`config.mk`:
```
export PLATFORM = sky130hd
export DESIGN_NAME = smpc
export DESIGN_NICKNAME = d
export VERILOG_FILES = /design/src/smpc_pkg.sv /design/src/smpc.sv /design/src/smpc_cmd_seq.sv /design/src/smpc_host_regs.sv /design/src/smpc_rtc.sv /design/src/smpc_oreg_ram.sv
export SDC_FILE = /design/constraint.sdc
export NUM_CORES = 1
export LEC_CHECK = 0
export ABC_CLOCK_PERIOD_IN_PS = 5000
export BUFFER_PORTS_ARGS = -buffer_cell sky130_fd_sc_hd__buf_4
export CAP_MARGIN = 20
export CORE_ASPECT_RATIO = 1.1
export CORE_UTILIZATION = 65
export CTS_CLUSTER_SIZE = 8
export DETAILED_ROUTE_END_ITERATION = 10
export PLACE_DENSITY = 0.89
export SLEW_MARGIN = 25
export SYNTH_ARGS = -nofsm -noshare
export SYNTH_HDL_FRONTEND = slang
export SYNTH_HIERARCHICAL = 1
export SYNTH_SLANG_ARGS = --single-unit
```
`constraint.sdc`:
```
create_clock -name CLK -period 5 [get_ports CLK]
set_clock_uncertainty 0.15 [all_clocks]
set_input_delay 1 -clock CLK [delete_from_list [all_inputs] [get_ports CLK]]
set_output_delay 1 -clock CLK [all_outputs]
set_load 0.01 [all_outputs]
```
`src/smpc_pkg.sv`:
```
package smpc_pkg;

	localparam logic [7:0] CMD_MSHON   = 8'h00;
	localparam logic [7:0] CMD_SSHON   = 8'h02;
	localparam logic [7:0] CMD_SSHOFF  = 8'h03;
	localparam logic [7:0] CMD_SNDON   = 8'h06;
	localparam logic [7:0] CMD_SNDOFF  = 8'h07;
	localparam logic [7:0] CMD_CDON    = 8'h08;
	localparam logic [7:0] CMD_CDOFF   = 8'h09;
	localparam logic [7:0] CMD_INTBACK = 8'h10;
	localparam logic [7:0] CMD_SETTIME = 8'h16;
	localparam logic [7:0] CMD_NMIREQ  = 8'h18;
	localparam logic [7:0] CMD_RESENAB = 8'h19;
	localparam logic [7:0] CMD_RESDISA = 8'h1A;

	localparam logic [6:0] ADDR_IREG0     = 7'h01;
	localparam logic [6:0] ADDR_COMREG    = 7'h1F;
	localparam logic [6:0] ADDR_OREG_LAST = 7'h5F;
	localparam logic [6:0] ADDR_SR        = 7'h61;
	localparam logic [6:0] ADDR_SF        = 7'h63;

	// Command delays, counted in CE cycles
	localparam logic [15:0] WAIT_CMD     = 16'd90;
	localparam logic [15:0] WAIT_POWER   = 16'd120;
	localparam logic [15:0] WAIT_CD      = 16'd159;
	localparam logic [15:0] WAIT_MISC    = 16'd127;
	localparam logic [15:0] WAIT_SETTIME = 16'd279;
	localparam logic [15:0] WAIT_INTBACK = 16'd800;

	localparam logic [4:0] OREG_COMREG_SLOT = 5'd31;

	typedef struct packed {
		logic [6:0] addr;
		logic [7:0] data;
	} host_wr_t;

	typedef struct packed {
		logic mshres_n;
		logic mshnmi_n;
		logic sshres_n;
		logic sshnmi_n;
		logic sysres_n;
		logic sndres_n;
		logic cdres_n;
	} reset_lines_t;

	typedef struct packed {
		logic       we;
		logic [4:0] addr;
		logic [7:0] data;
	} oreg_wr_t;

	typedef struct packed {
		logic [15:0] year;
		logic [3:0]  day;	// Day of week, binary
		logic [3:0]  month;
		logic [7:0]  days;
		logic [7:0]  hour;
		logic [7:0]  min;
		logic [7:0]  sec;
	} rtc_time_t;

endpackage
```
`src/smpc.sv`:
```
`timescale 1ns/1ps

module smpc #(
	parameter logic [31:0] TICKS_PER_SEC = 32'd4000000
) (
	input  logic                    CLK,
	input  logic                    RST_N,
	input  logic                    ce,
	input  logic                    mres_n,
	input  logic                    time_set_in,
	input  logic [3:0]              ac,
	input  logic [6:1]              a,
	input  logic [7:0]              di,
	output logic [7:0]              dout,
	input  logic                    cs_n,
	input  logic                    rw_n,
	output smpc_pkg::reset_lines_t  resets,
	output logic                    mirq_n
);

	logic                cmd_strobe;
	logic                cmd_done;
	logic [7:0]          comreg;
	logic [6:0][7:0]     ireg;
	logic [7:0]          sr;
	logic [7:0]          oreg_q;
	logic [4:0]          oreg_raddr;
	logic                time_set;
	smpc_pkg::oreg_wr_t  oreg_wr;
	smpc_pkg::rtc_time_t now;

	smpc_host_regs u_host_regs (
		.CLK        (CLK),
		.RST_N      (RST_N),
		.a          (a),
		.di         (di),
		.cs_n       (cs_n),
		.rw_n       (rw_n),
		.dout       (dout),
		.sr         (sr),
		.oreg_q     (oreg_q),
		.oreg_raddr (oreg_raddr),
		.cmd_done   (cmd_done),
		.cmd_strobe (cmd_strobe),
		.comreg     (comreg),
		.ireg       (ireg)
	);

	smpc_cmd_seq u_cmd_seq (
		.CLK         (CLK),
		.RST_N       (RST_N),
		.ce          (ce),
		.mres_n      (mres_n),
		.time_set_in (time_set_in),
		.ac          (ac),
		.cmd_strobe  (cmd_strobe),
		.comreg      (comreg),
		.ireg        (ireg),
		.now         (now),
		.cmd_done    (cmd_done),
		.time_set    (time_set),
		.oreg_wr     (oreg_wr),
		.sr          (sr),
		.resets      (resets),
		.mirq_n      (mirq_n)
	);

	smpc_rtc #(
		.TICKS_PER_SEC (TICKS_PER_SEC)
	) u_rtc (
		.CLK      (CLK),
		.RST_N    (RST_N),
		.ce       (ce),
		.time_set (time_set),
		.ireg     (ireg),
		.now      (now)
	);

	smpc_oreg_ram u_oreg_ram (
		.CLK   (CLK),
		.wr    (oreg_wr),
		.raddr (oreg_raddr),
		.q     (oreg_q)
	);

endmodule

```
`src/smpc_cmd_seq.sv`:
```
`timescale 1ns/1ps

module smpc_cmd_seq (
	input  logic                    CLK,
	input  logic                    RST_N,
	input  logic                    ce,
	input  logic                    mres_n,
	input  logic                    time_set_in,
	input  logic [3:0]              ac,
	input  logic                    cmd_strobe,
	input  logic [7:0]              comreg,
	input  logic [6:0][7:0]         ireg,
	input  smpc_pkg::rtc_time_t     now,
	output logic                    cmd_done,
	output logic                    time_set,
	output smpc_pkg::oreg_wr_t      oreg_wr,
	output logic [7:0]              sr,
	output smpc_pkg::reset_lines_t  resets,
	output logic                    mirq_n
);

	typedef enum logic [2:0] {ST_IDLE, ST_WAIT, ST_COMMAND, ST_EXEC, ST_END} state_t;

	state_t      state;
	state_t      after_wait;
	logic [15:0] wait_cnt;
	logic [4:0]  oreg_cnt;
	logic        cmd_pend;
	logic        start;
	logic        ste;
	logic        resd;
	logic [7:0]  status_byte;

	assign start = mres_n && ce && state == ST_IDLE && cmd_pend;
	assign cmd_done = ce && state == ST_END;
	assign time_set = ce && state == ST_EXEC && comreg == smpc_pkg::CMD_SETTIME;

	// INTBACK status block, one byte per OREG index
	always_comb begin
		case (oreg_cnt)
			5'd0: status_byte = {ste, resd, 6'b000000};
			5'd1: status_byte = now.year[15:8];
			5'd2: status_byte = now.year[7:0];
			5'd3: status_byte = {now.day, now.month};
			5'd4: status_byte = now.days;
			5'd5: status_byte = now.hour;
			5'd6: status_byte = now.min;
			5'd7: status_byte = now.sec;
			5'd9: status_byte = {4'b0000, ac};
			5'd10: status_byte = {4'b0011, ~resets.mshnmi_n, 1'b0, ~resets.sysres_n,
				~resets.sndres_n};
			5'd11: status_byte = {1'b0, ~resets.cdres_n, 6'b000000};
			smpc_pkg::OREG_COMREG_SLOT: status_byte = comreg;
			default: status_byte = 8'h00;
		endcase
	end

	always_ff @(posedge CLK or negedge RST_N) begin
		if (!RST_N) cmd_pend <= 1'b0;
		else if (cmd_strobe) cmd_pend <= 1'b1;
		else if (start) cmd_pend <= 1'b0;
	end

	always_ff @(posedge CLK or negedge RST_N) begin
		if (!RST_N) begin
			state <= ST_IDLE;
			after_wait <= ST_IDLE;
			wait_cnt <= '0;
			oreg_cnt <= '0;
			oreg_wr <= '0;
			sr <= '0;
			resets <= '0;	// Everything held in reset
			mirq_n <= 1'b1;
			ste <= 1'b0;
			resd <= 1'b1;
		end else if (!mres_n) begin
			resets <= '{mshres_n: 1'b1, mshnmi_n: 1'b1, sshres_n: 1'b0, sshnmi_n: 1'b1,
				sysres_n: 1'b1, sndres_n: 1'b0, cdres_n: 1'b1};
			sr <= '0;
			resd <= 1'b1;
			ste <= time_set_in;
			mirq_n <= 1'b1;
			oreg_wr.we <= 1'b0;
			state <= ST_IDLE;
		end else begin
			oreg_wr.we <= 1'b0;
			if (ce) begin
				mirq_n <= 1'b1;
				if (wait_cnt != 16'd0) wait_cnt <= wait_cnt - 16'd1;

				case (state)
					ST_IDLE: begin
						if (start) begin
							oreg_cnt <= '0;
							wait_cnt <= smpc_pkg::WAIT_CMD;
							after_wait <= ST_COMMAND;
							state <= ST_WAIT;
						end
					end

					ST_WAIT: if (wait_cnt == 16'd0) state <= after_wait;

					ST_COMMAND: begin
						after_wait <= ST_EXEC;
						state <= ST_WAIT;
						case (comreg)
							smpc_pkg::CMD_MSHON, smpc_pkg::CMD_SSHON, smpc_pkg::CMD_SSHOFF,
							smpc_pkg::CMD_SNDON, smpc_pkg::CMD_SNDOFF:
								wait_cnt <= smpc_pkg::WAIT_POWER;
							smpc_pkg::CMD_CDON, smpc_pkg::CMD_CDOFF:
								wait_cnt <= smpc_pkg::WAIT_CD;
							smpc_pkg::CMD_NMIREQ, smpc_pkg::CMD_RESENAB, smpc_pkg::CMD_RESDISA:
								wait_cnt <= smpc_pkg::WAIT_MISC;
							smpc_pkg::CMD_SETTIME: wait_cnt <= smpc_pkg::WAIT_SETTIME;
							smpc_pkg::CMD_INTBACK: begin
								if (ireg[2] == 8'hF0 && ireg[0][0])	// Status request only
									wait_cnt <= smpc_pkg::WAIT_INTBACK;
								else
									state <= ST_END;
							end
							default: state <= ST_EXEC;
						endcase
					end

					ST_EXEC: begin
						oreg_wr <= '{we: 1'b1, addr: smpc_pkg::OREG_COMREG_SLOT, data: comreg};
						state <= ST_END;
						case (comreg)
							smpc_pkg::CMD_MSHON: begin
								resets.mshres_n <= 1'b1;
								resets.mshnmi_n <= 1'b1;
							end
							smpc_pkg::CMD_SSHON: begin
								resets.sshres_n <= 1'b1;
								resets.sshnmi_n <= 1'b1;
							end
							smpc_pkg::CMD_SSHOFF: begin
								resets.sshres_n <= 1'b0;
								resets.sshnmi_n <= 1'b1;
							end
							smpc_pkg::CMD_SNDON: resets.sndres_n <= 1'b1;
							smpc_pkg::CMD_SNDOFF: resets.sndres_n <= 1'b0;
							smpc_pkg::CMD_CDON: resets.cdres_n <= 1'b1;
							smpc_pkg::CMD_CDOFF: resets.cdres_n <= 1'b0;
							smpc_pkg::CMD_NMIREQ: resets.mshnmi_n <= 1'b0;
							smpc_pkg::CMD_RESENAB: resd <= 1'b0;
							smpc_pkg::CMD_RESDISA: resd <= 1'b1;
							smpc_pkg::CMD_SETTIME: ste <= 1'b1;
							smpc_pkg::CMD_INTBACK: begin
								oreg_wr <= '{we: 1'b1, addr: oreg_cnt, data: status_byte};
								oreg_cnt <= oreg_cnt + 5'd1;
								if (oreg_cnt == smpc_pkg::OREG_COMREG_SLOT) begin
									sr <= 8'h4F;
									mirq_n <= 1'b0;	// Tell the master the block is ready
								end else begin
									state <= ST_EXEC;
								end
							end
							default: ;
						endcase
					end

					ST_END: begin
						if (comreg == smpc_pkg::CMD_NMIREQ) resets.mshnmi_n <= 1'b1;
						state <= ST_IDLE;
					end

					default: state <= ST_IDLE;
				endcase
			end
		end
	end

endmodule

```
`src/smpc_host_regs.sv`:
```
`timescale 1ns/1ps

module smpc_host_regs (
	input  logic             CLK,
	input  logic             RST_N,
	input  logic [6:1]       a,
	input  logic [7:0]       di,
	input  logic             cs_n,
	input  logic             rw_n,
	output logic [7:0]       dout,
	input  logic [7:0]       sr,
	input  logic [7:0]       oreg_q,
	output logic [4:0]       oreg_raddr,
	input  logic             cmd_done,
	output logic             cmd_strobe,
	output logic [7:0]       comreg,
	output logic [6:0][7:0]  ireg
);

	smpc_pkg::host_wr_t wr;
	logic               rw_n_old;
	logic               cs_n_old;
	logic               wr_edge;
	logic               rd_edge;
	logic [6:0]         rd_addr;
	logic [6:0]         ireg_off;
	logic [5:0]         oreg_idx;
	logic               sf;

	assign wr = '{addr: {a, 1'b1}, data: di};
	assign rd_addr = {a, 1'b1};
	assign wr_edge = !rw_n && rw_n_old && !cs_n;
	assign rd_edge = !cs_n && cs_n_old && rw_n;
	assign ireg_off = wr.addr - smpc_pkg::ADDR_IREG0;	// IREGn sits at 01 + 2n
	assign oreg_idx = a - 6'h10;
	assign oreg_raddr = oreg_idx[4:0];

	always_ff @(posedge CLK or negedge RST_N) begin
		if (!RST_N) begin
			rw_n_old <= 1'b1;
			cs_n_old <= 1'b1;
			cmd_strobe <= 1'b0;
			comreg <= '0;
			ireg <= '0;
			sf <= 1'b0;
			dout <= '0;
		end else begin
			rw_n_old <= rw_n;
			cs_n_old <= cs_n;
			cmd_strobe <= 1'b0;

			if (cmd_done) sf <= 1'b0;

			if (wr_edge) begin
				if (ireg_off < 7'd13) ireg[ireg_off[3:1]] <= wr.data;
				if (wr.addr == smpc_pkg::ADDR_COMREG) begin
					comreg <= wr.data;
					cmd_strobe <= 1'b1;
				end
				if (wr.addr == smpc_pkg::ADDR_SF && wr.data[0]) sf <= 1'b1;	// Host raises SF
			end

			if (rd_edge) begin
				if (rd_addr <= smpc_pkg::ADDR_OREG_LAST)
					dout <= oreg_q;
				else if (rd_addr == smpc_pkg::ADDR_SR)
					dout <= sr;
				else if (rd_addr == smpc_pkg::ADDR_SF)
					dout <= {7'b0000000, sf};
				else
					dout <= 8'h00;
			end
		end
	end

endmodule

```
`src/smpc_rtc.sv`:
```
`timescale 1ns/1ps

module smpc_rtc #(
	parameter logic [31:0] TICKS_PER_SEC = 32'd4000000
) (
	input  logic                 CLK,
	input  logic                 RST_N,
	input  logic                 ce,
	input  logic                 time_set,
	input  logic [6:0][7:0]      ireg,
	output smpc_pkg::rtc_time_t  now
);

	logic [31:0] tick_cnt;
	logic        sec_tick;
	logic        min_carry;
	logic        hour_carry;
	logic        days_carry;
	logic        month_carry;
	logic        year_carry;
	logic        month_end;

	function automatic logic [7:0] bcd_inc(input logic [7:0] v);
		if (v[3:0] == 4'd9)
			bcd_inc = {v[7:4] + 4'd1, 4'd0};
		else
			bcd_inc = {v[7:4], v[3:0] + 4'd1};
	endfunction

	assign sec_tick = ce && tick_cnt == TICKS_PER_SEC - 32'd1;
	assign min_carry = sec_tick && now.sec == 8'h59;
	assign hour_carry = min_carry && now.min == 8'h59;
	assign days_carry = hour_carry && now.hour == 8'h23;
	assign month_carry = days_carry && month_end;
	assign year_carry = month_carry && now.month == 4'd12;

	assign month_end = (now.month == 4'd2 && now.days == 8'h28) ||
		((now.month == 4'd4 || now.month == 4'd6 || now.month == 4'd9 ||
		now.month == 4'd11) && now.days == 8'h30) || now.days == 8'h31;

	always_ff @(posedge CLK or negedge RST_N) begin
		if (!RST_N) begin
			tick_cnt <= '0;
			now <= '{year: 16'h2024, day: 4'd0, month: 4'd1, days: 8'h01,
				hour: 8'h00, min: 8'h00, sec: 8'h00};
		end else if (time_set) begin
			tick_cnt <= '0;	// Restart the second on load
			now <= '{year: {ireg[0], ireg[1]}, day: ireg[2][7:4], month: ireg[2][3:0],
				days: ireg[3], hour: ireg[4], min: ireg[5], sec: ireg[6]};
		end else if (ce) begin
			tick_cnt <= sec_tick ? 32'd0 : tick_cnt + 32'd1;
			if (sec_tick) now.sec <= (now.sec == 8'h59) ? 8'h00 : bcd_inc(now.sec);
			if (min_carry) now.min <= (now.min == 8'h59) ? 8'h00 : bcd_inc(now.min);
			if (hour_carry) now.hour <= (now.hour == 8'h23) ? 8'h00 : bcd_inc(now.hour);
			if (days_carry) now.days <= month_end ? 8'h01 : bcd_inc(now.days);
			if (month_carry) now.month <= (now.month == 4'd12) ? 4'd1 : now.month + 4'd1;
			if (year_carry) begin
				now.year[7:0] <= (now.year[7:0] == 8'h99) ? 8'h00 : bcd_inc(now.year[7:0]);
				if (now.year[7:0] == 8'h99) now.year[15:8] <= bcd_inc(now.year[15:8]);	// Century
			end
		end
	end

endmodule

```
`src/smpc_oreg_ram.sv`:
```
`timescale 1ns/1ps

module smpc_oreg_ram (
	input  logic                CLK,
	input  smpc_pkg::oreg_wr_t  wr,
	input  logic [4:0]          raddr,
	output logic [7:0]          q
);

	logic [7:0] mem [32];

	always_ff @(posedge CLK) begin
		if (wr.we) mem[wr.addr] <= wr.data;
	end

	assign q = mem[raddr];	// Host side reads without a clock

endmodule

```
### Word-level counts from Yosys, hierarchy flattened

Memories as Yosys holds them, arrays and structs flattened.
Cells that the tools add are included.

* reduce and logical (&&, ||, !) cells: 82
* multipliers: 0
* bitwise operators: 4
* add/sub/neg operators: 18
* eq/ne operators: 67
* div/mod/pow operators: 0
* multiplexer cells: 97
* shift operators: 0
* magnitude comparators: 4

Operator list (number)
* $mux 8: 24
* $mux 16: 6
* $mux 32: 3
* $pmux 8 s12: 1
* $pmux 16 s5: 1
* $mux 36: 2
* $bwmux 56: 1
* $add 4x1->4 const B: 13
* $reduce_and 3->1: 14
* $eq 8x5->1 const B: 5
* $eq 4x4->1 const B: 9
* $add 32x1->32 const B: 1
* $eq 32x22->1 const B: 1
* $eq 8x6->1 const B: 4
* $pmux 16 s2: 1
* $mux 14: 2
* $mux 1: 26
* $demux 8 s3: 1
* $mux 3: 8
* $reduce_bool 2->1: 12
* $logic_and 1x1->1: 21
* $eq 5x3->1 const B: 4
* $reduce_and 2->1: 9
* $eq 8x2->1 const B: 2
* other kinds (53): 101

* memory bits (read-only): 0
* bits of input ports: 25
* latch bits: 0
* memory bits (writable): 256
* output and inout bits: 16
* word-level logic and storage cells: 320
* bits in registers: 224
* memories kept: 1

Memories
* u_oreg_ram.mem: depth 32, bits a word 8, read ports 1, clocked after memory_dff 0, write ports 1, RTL line smpc_oreg_ram.sv:10 `logic [7:0] mem [32];`

### Logic depth before layout (Yosys ltp)

Gate-level depths: netlist of run 1.

* word-level depth: 12
* depth in mapped cells: 12
* mapped depth without buffers: 9

### Cells and area by module

The synthesis of run 1 kept the hierarchy.

Modules (own cells, without submodules)
* smpc_oreg_ram: times used 1, area an instance 9893.2 sq um, seq. area each 7687.4 sq um, cells each 409
* smpc_rtc: times used 1, area an instance 5387.7 sq um, seq. area each 2208.4 sq um, cells each 619
* smpc_cmd_seq: times used 1, area an instance 3774.9 sq um, seq. area each 1303.8 sq um, cells each 441
* smpc_host_regs: times used 1, area an instance 3090.5 sq um, seq. area each 1904.3 sq um, cells each 212

### Worst setup path before layout of run 1

No wires, ideal clock.

* path type: in2reg
* start point: in ce
* end point: reg, netlist name u_rtc/now[49]
* data required time: 4.724 ns
* setup time: 0.126 ns
* stages on the path: 9
* arrival: 3.461 ns
* path buffers: 2
* setup slack: 1.263 ns
* cells stage by stage: clkbuf_1 -> nand3_1 -> nor4_1 -> clkbuf_1 -> a31oi_1 -> or3_1 -> nor4_4 -> mux2i_1 -> a221o_1

* elaborated cells on any way between the ends: 13
* classes of those cells: mux (1); reduce/logical (12)

RTL lines
* start: declaration: RTL line smpc.sv:8 `input logic ce,`
* $logic_and 1x1->1 (*) (2 in series): RTL line smpc_cmd_seq.sv:36 `assign time_set = ce && state == ST_EXEC && comreg == smpc_pkg::CMD_SETTIME;`
* named net time_set: RTL line smpc.sv:28 `logic time_set;`
* $reduce_bool 2->1 (no source line)
* $reduce_and 3->1 (no source line)

The timed path passes the listed nets; every way through them passes the cells marked *.
A chain may end at the register's enable or synchronous reset.

### Final worst setup path of run 1

* start point: reg u_host_regs.comreg[4]
* end point: reg, netlist name u_rtc/now[49]

* word-level cells in the longest chain between the ends: 4
* elaborated cells on any way between the ends: 7
* classes of those cells: eq/ne (1); mux (1); reduce/logical (5)

RTL lines
* start: declaration: RTL line smpc_host_regs.sv:16 `output logic [7:0] comreg,`
* start signal: assignment: RTL line smpc_host_regs.sv:57 `comreg <= wr.data;`
* $eq 8x5->1 (*): RTL line smpc_cmd_seq.sv:36
* $logic_and 1x1->1 (*): RTL line smpc_cmd_seq.sv:36
* named net time_set: RTL line smpc.sv:28
* $reduce_bool 2->1 (no source line)
* $reduce_and 3->1 (no source line)

Marks and branches as above.

==> impl_results.md, run 1 <==
- Outcome: completed
- Pwr dens: 366 nW/µm²
- TNS Setup: 0 ns
- Commonest cells in the netlist: edfxtp_1, dfrtp_1, nor2_1
- Minimum clock period: 3.84 ns
- Die area: 34800 µm²
- Clk buf depth: 3
- I/O pins: 41
- Count of unique library cells instantiated by Yosys: 98
- Die X: 178 µm
- Worst-margin pin slew: 1.13 ns
- Tot Pwr: 9030 µW
- Initial antenna violation count: 1
- Yosys reg bits: 472
- Post-synthesis cell area: 22100 µm²
- Cell-by-cell trace of the critical path: or4b_4, nor4_2, clkinv_1, buf_4, o41a_1, a21boi_1, buf_4, nor4_4, mux2i_1, a221o_1
- DRC errors left: 0
- ANT cells: 0
- CTS Buf Count: 68
- Top Family by Delay on Critical Path: simple AND/OR/NAND/NOR gates
- P_sw: 2100 µW
- Gpl congestion: 0.937
- Drt total wl: 61.0 mm
- TritonRoute pass-1 iters: 6
- Pint: 6930 µW
- P_leak: 0.00973 µW
- R2r setup slk: 1.16 ns
- Switching share of power: 23.2%
- CP Buf/Inv Count: 3
- Hold path depth: 2
- Number of synthesized flops with an enable pin: 256
- Clock slew at reported path FFs: 0.05 ns
- Most common cell on crit path: buf_4
- ANT nets after route: 0
- Number of max-cap violations: 0
- CP max-delay cell: nor4_4
- Largest cells by area after synthesis: edfxtp_1, dfrtp_1, mux4_2
- Clk Latency, worst-skew pair: 0.58 ns
- Post-synth top area share: 34.7%
- Routed vias/inst: 7.24
- Synth area leader: edfxtp_1
- Die Height: 196 µm
- Fmax: 0.260 GHz
- R2r worst-path depth: 10
- Hpwl dp: 36.4 mm
- First-pass GRT wire length: 93.7 mm
- Tcrit/Tclk final: 76.8%
- Clock sink total: 472
- Area growth from synthesis to layout: 11.4%
- GR Overflow Total: 0
- Top FF cell, synth: edfxtp_1
- Total GRT Usage: 36.2%
- Worst Setup Start Kind: flip-flop
- NumNets Final: 1773
- Unrepaired setup endpoints after global routing: no
- Max VDD drop: 0.327 mV
- CTS tree: yes
- Setup Fix Bufs, Post-CTS: 0
- CORE AREA: 33400 µm²
- Fin. Hold Viols: 0
- CP Capture Type: flip-flop
- Comb pwr share: 5.4%
- Min-Delay Path Class: reg2reg
- Hold Path End: u_rtc/now[3]$_DFFE_PN0P_
- Largest net degree at the start of global routing: 117
- Num rows: 70
- Routed length per instance: 27.7 µm
- Avg Cell Area, Syn: 13.2 µm²
- Initial core utilization: 66.4%
- Post-Synthesis Cells: 1681
- IO buf count: 40
- Vias after detailed routing: 15930
- Ys Warns: 6
- Largest stage delay, worst path: 0.69 ns
- Most frequent cell after synthesis: edfxtp_1
- Seq/Total Area, Yosys: 59.2%
- Layout cells sized above 1: 20.0%
- Sequential share of power: 47.2%
- Fin util: 73.9%
- CTS H-tree lvls: 3
- RR Endpoint: u_rtc/now[49]$_DFFE_PN0P_
- Relative slew slack: 24.4%
- Setup violations, final: 0
- Asr flop ratio synth: 45.8%
- Number of global-route vias before repair: 16007
- Hold Startpoint: u_host_regs/ireg[51]$_DFFE_PN0P_
- RR Startpoint: u_host_regs/comreg[4]$_DFFE_PN0P_
- Critical path type: reg2reg
- Slew Limit Fails: 0
- CTS resizes: 0
- Worst EP required: 5.31 ns
- # hold bufs at CTS: 0
- Clock Power Share: 47.3%
- Worst Path Max Fanout: 16
- WP data arrival: 4.15 ns
- DR iter-0 viols: 2326
- Clock root buffer master: clkbuf_16
-- cells in the final DEF, fill, tap and decap left out, types with 25 or more instances in the layout --
cell type	Yosys	layout
a21oi_1	73	73
buf_4	18	50
clkbuf_1	47	45
clkbuf_16	0	68
dfrtp_1	207	199
edfxtp_1	256	256
ha_1	30	30
inv_1	45	45
mux2_2	88	88
mux2i_1	25	25
mux4_2	80	80
nand2_1	109	109
nand3_1	72	72
nor2_1	147	147
nor3_1	27	27
o21ai_0	79	79
-- final cells by class --
class / instances / area, µm²
Sequential cell: 472 / 13100
Tap cell: 432 / 541
Fill cell: 1900 / 8690
Multi-Input combinational cell: 1077 / 8450
Timing Repair Buffer: 53 / 422
Clock buffer: 113 / 1870
Inverter: 46 / 173
Clock inverter: 6 / 104
-- tightest hold or removal path: stages, from the launching register on --
cell and delay [ns]:
dfrtp_1 0.34, nand2_1 0.05, o21ai_0 0.06
-- registers in the layout, summed over array words and instances, names as in the netlist, 2 cells and up --
name	flops
u_oreg_ram/mem	256
u_host_regs/ireg	56
u_rtc/now	56
u_rtc/tick_cnt	32
u_cmd_seq/wait_cnt	16
u_cmd_seq/oreg_wr	14
u_host_regs/comreg	8
u_host_regs/dout	8
u_cmd_seq/resets	7
u_cmd_seq/oreg_cnt	5
u_cmd_seq/state	3
u_cmd_seq/after_wait	2
-- through the flow --
stage	hold WS (ns)	area, µm²	std cells	worst slack (ns)
6_report	0.327	24700	2199	1.16
2_1_floorplan	0.258	22200	1683	1.26
3_5_place_dp	0.306	22700	2080	0.904
5_1_grt	0.337	24700	2199	1.05
3_3_place_gp	0.305	22700	2080	0.939
4_1_cts	0.327	24700	2199	1.23
-- power by group through the flow --
stage	Sequential (µW)	Clock, µW	Combinational, µW
6_report	4260	4270	491
5_1_grt	4270	4460	527
4_1_cts	4260	4290	483
3_5_place_dp	4330	0	469
3_3_place_gp	4320	0	448
2_1_floorplan	4300	0	307
-- per-layer routing --
metal | GRT usage [%] | vias up | share of wire, %
met5 | 0 | - | 0
met4 | 19.3 | 0 | 5.7
met3 | 7.71 | 306 | 10
met2 | 58.5 | 1292 | 49
met1 | 46.0 | 7840 | 35
li1 | - | 6492 | -
-- kinds of logic (layout without fill, tap and decap cells) --
group / after synthesis / count (layout) / synth area share (%)
other cells: 1 / 3 / 0.0169
xor+xnor: 22 / 22 / 0.870
flops: 472 / 472 / 59.2
buf+inv: 134 / 218 / 2.75
mux: 194 / 194 / 13.8
simple gates: 536 / 536 / 13.0
compound gates: 292 / 292 / 8.71
fa+ha+maj: 30 / 30 / 1.69
-- how the worst max path moves through the flow --
stage                                           start                               to  slack [ns]  depth (start not counted)
global placement                                 a[1]  u_host_regs/dout[0]$_DFFE_PN0P_        0.94                          7
finish              u_host_regs/comreg[4]$_DFFE_PN0P_        u_rtc/now[49]$_DFFE_PN0P_        1.16                         10
floorplan                                          ce        u_rtc/now[49]$_DFFE_PN0P_        1.26                          9
detailed placement                                 ce        u_rtc/now[49]$_DFFE_PN0P_        0.90                         11
CTS                 u_host_regs/comreg[4]$_DFFE_PN0P_        u_rtc/now[49]$_DFFE_PN0P_        1.23                         10
global route        u_host_regs/comreg[4]$_DFFE_PN0P_        u_rtc/now[29]$_DFFE_PN0P_        1.05                          7
(Power assumes the default switching activity.)
==> run 2, diff against run 1 <==
--- a/config.mk
+++ b/config.mk
@@ -5,14 +5,14 @@
 export SDC_FILE = /design/constraint.sdc
 export NUM_CORES = 1
 export LEC_CHECK = 0
-export ABC_CLOCK_PERIOD_IN_PS = 5000
+export ABC_CLOCK_PERIOD_IN_PS = 3970
 export BUFFER_PORTS_ARGS = -buffer_cell sky130_fd_sc_hd__buf_4
 export CAP_MARGIN = 20
 export CORE_ASPECT_RATIO = 1.1
-export CORE_UTILIZATION = 65
+export CORE_UTILIZATION = 63
 export CTS_CLUSTER_SIZE = 8
 export DETAILED_ROUTE_END_ITERATION = 10
-export PLACE_DENSITY = 0.89
+export PLACE_DENSITY = 0.87
 export SLEW_MARGIN = 25
 export SYNTH_ARGS = -nofsm -noshare
 export SYNTH_HDL_FRONTEND = slang
==> constraint.sdc (replaced) <==
create_clock -name CLK -period 3.97 [get_ports CLK]
set_clock_uncertainty 0.15 [all_clocks]
set_input_delay 0.794 -clock CLK [delete_from_list [all_inputs] [get_ports CLK]]
set_output_delay 0.794 -clock CLK [all_outputs]
set_load 0.01 [all_outputs]
==> run 2 against run 1 <==
Worst setup slack lost 0.85 ns. Non-clock buffer count grew 13. Final area grew 0.48%. Critical path type unchanged.
==> impl_results.md, run 2 (synthesized netlist as in run 1, its figures left out) <==
- Initial antenna violation count: 0
- GR Overflow Total: 0
- Cell-by-cell trace of the critical path: nor2b_1, nand3_1, nor4_2, buf_12, a31oi_1, or3_1, nor4_4, buf_4, mux2i_1, nand3_1
- CTS tree: yes
- NumNets Final: 1786
- Fin. Hold Viols: 0
- Die Height: 199 µm
- DR iter-0 viols: 2008
- Outcome: completed
- Hpwl dp: 36.2 mm
- Layout cells sized above 1: 20.9%
- Unrepaired setup endpoints after global routing: no
- Relative slew slack: 25.6%
- CP Capture Type: flip-flop
- P_leak: 0.00982 µW
- Worst Setup Start Kind: flip-flop
- CP max-delay cell: dfrtp_1
- Most common cell on crit path: nand3_1
- Routed length per instance: 26.3 µm
- Reg with most FFs: u_oreg_ram/mem
- Pwr dens: 457 nW/µm²
- Pint: 8740 µW
- Max VDD drop: 0.318 mV
- Largest net degree at the start of global routing: 103
- Vias after detailed routing: 15287
- Most frequent cells in the layout: edfxtp_1, dfrtp_1, nor2_1
- Largest stage delay, worst path: 0.53 ns
- Top Registers: u_oreg_ram/mem: 256 flops, u_host_regs/ireg: 56 flops, u_rtc/now: 56 flops
- Slew Limit Fails: 0
- CORE AREA: 34400 µm²
- Clock slew at reported path FFs: 0.05 ns
- Critical path type: reg2reg
- Number of global-route vias before repair: 15330
- Setup WS pre-CTS: 0.367 ns
- Tcrit/Tclk final: 92.2%
- Minimum clock period: 3.66 ns
- Final instance area: 24800 µm²
- Final WS setup: 0.309 ns
- Clock sink total: 472
- WHS: 0.0998 ns
- P_sw: 2590 µW
- Die area: 35900 µm²
- Drt total wl: 57.8 mm
- CTS resizes: 0
- Max reg flops: 256
- Clock root buffer master: clkbuf_16
- I/O pins: 41
- Setup Fix Bufs, Post-CTS: 0
- TNS Setup: 0 ns
- CP Buf/Inv Count: 2
- DRC errors left: 0
- Commonest non-fill, non-tap cell in the layout: edfxtp_1
- Routed vias/inst: 6.95
- CTS H-tree lvls: 3
- Comb pwr share: 5.6%
- Die X: 181 µm
- ANT nets after route: 0
- Gpl congestion: 0.952
- Fmax: 0.273 GHz
- TritonRoute pass-1 iters: 8
- Number of max-cap violations: 0
- First-pass GRT wire length: 89.3 mm
- Total GRT Usage: 33.0%
- Initial core utilization: 64.4%
- ANT cells: 0
- Fin util: 72.1%
- Setup violations, final: 0
- DP Area: 22800 µm²
- Sequential share of power: 47.3%
- Num rows: 71
- Clk Latency, worst-skew pair: 0.58 ns
- # hold bufs at CTS: 0
- Min-Delay Path Class: in2async
- IO buf count: 40
- WP data arrival: 3.95 ns
- CTS Buf Count: 68
- Top Family by Delay on Critical Path: simple AND/OR/NAND/NOR gates
- Area growth from synthesis to layout: 12.0%
- Worst Path Max Fanout: 92
- Worst-margin pin slew: 1.10 ns
- Clk buf depth: 3
- Switching share of power: 22.8%
- Clock Power Share: 47.1%
- Worst EP required: 4.26 ns
-- run 2: worst reg2reg max path, stage by stage (launching register included) --
cell and delay (ns):
dfrtp_1 0.53, nor2b_1 0.36, nand3_1 0.20, nor4_2 0.49, buf_12 0.38, a31oi_1 0.25, or3_1 0.43, nor4_4 0.14
buf_4 0.23, mux2i_1 0.26, nand3_1 0.11
-- run 2: worst paths after layout --
check | start | endpoint | slack [ns] | depth (start not counted)
max | u_cmd_seq/state[2]$_DFFE_PN0P_ | u_rtc/now[55]$_DFFE_PN0P_ | 0.31 | 10
min | RST_N | u_cmd_seq/wait_cnt[5]$_DFFE_PN0P_ | 0.1 | 1
max reg2reg | u_cmd_seq/state[2]$_DFFE_PN0P_ | u_rtc/now[55]$_DFFE_PN0P_ | 0.31 | 10
min reg2reg | u_host_regs/ireg[32]$_DFFE_PN0P_ | u_rtc/now[16]$_DFFE_PN0P_ | 0.32 | 2
max in group asynchronous | RST_N | u_rtc/tick_cnt[13]$_DFFE_PN0P_ | 2.70 | 2
min in group CLK | rw_n | u_host_regs/rw_n_old$_DFF_PN1_ | 0.21 | 1
-- run 2: layout make-up --
| cell class | count | area (µm²) |
|---|---|---|
| timing repair buffer | 66 | 566 |
| tap | 438 | 548 |
| clock buffer | 94 | 1840 |
| multi-input combinational | 1077 | 8460 |
| sequential | 472 | 13100 |
| inverter | 46 | 173 |
| clock inverter | 5 | 96.3 |
| fill | 2068 | 9590 |
-- run 2: power by group through the flow --
stage / Combinational [µW] / Sequential (µW) / Clock, µW
floorplan: 387 / 5410 / 0
global placement: 583 / 5430 / 0
detailed placement: 603 / 5440 / 0
CTS: 622 / 5350 / 5380
global route: 674 / 5370 / 5580
finish: 629 / 5360 / 5340
-- run 2: metrics by stage --
step / total power [µW] / cells
after CTS: 11400 / 2198
after detailed placement: 6040 / 2099
after global routing: 11600 / 2198
final: 11300 / 2198
after floorplan: 5800 / 1683
after global placement: 6010 / 2099
-- run 2: metal layers --
layer / routed length [µm] / global-route usage (%)
met4: 1920 / 13.1
met3: 4950 / 6.54
met5: 0 / 0
met1: 21400 / 41.2
met2: 29600 / 56.9
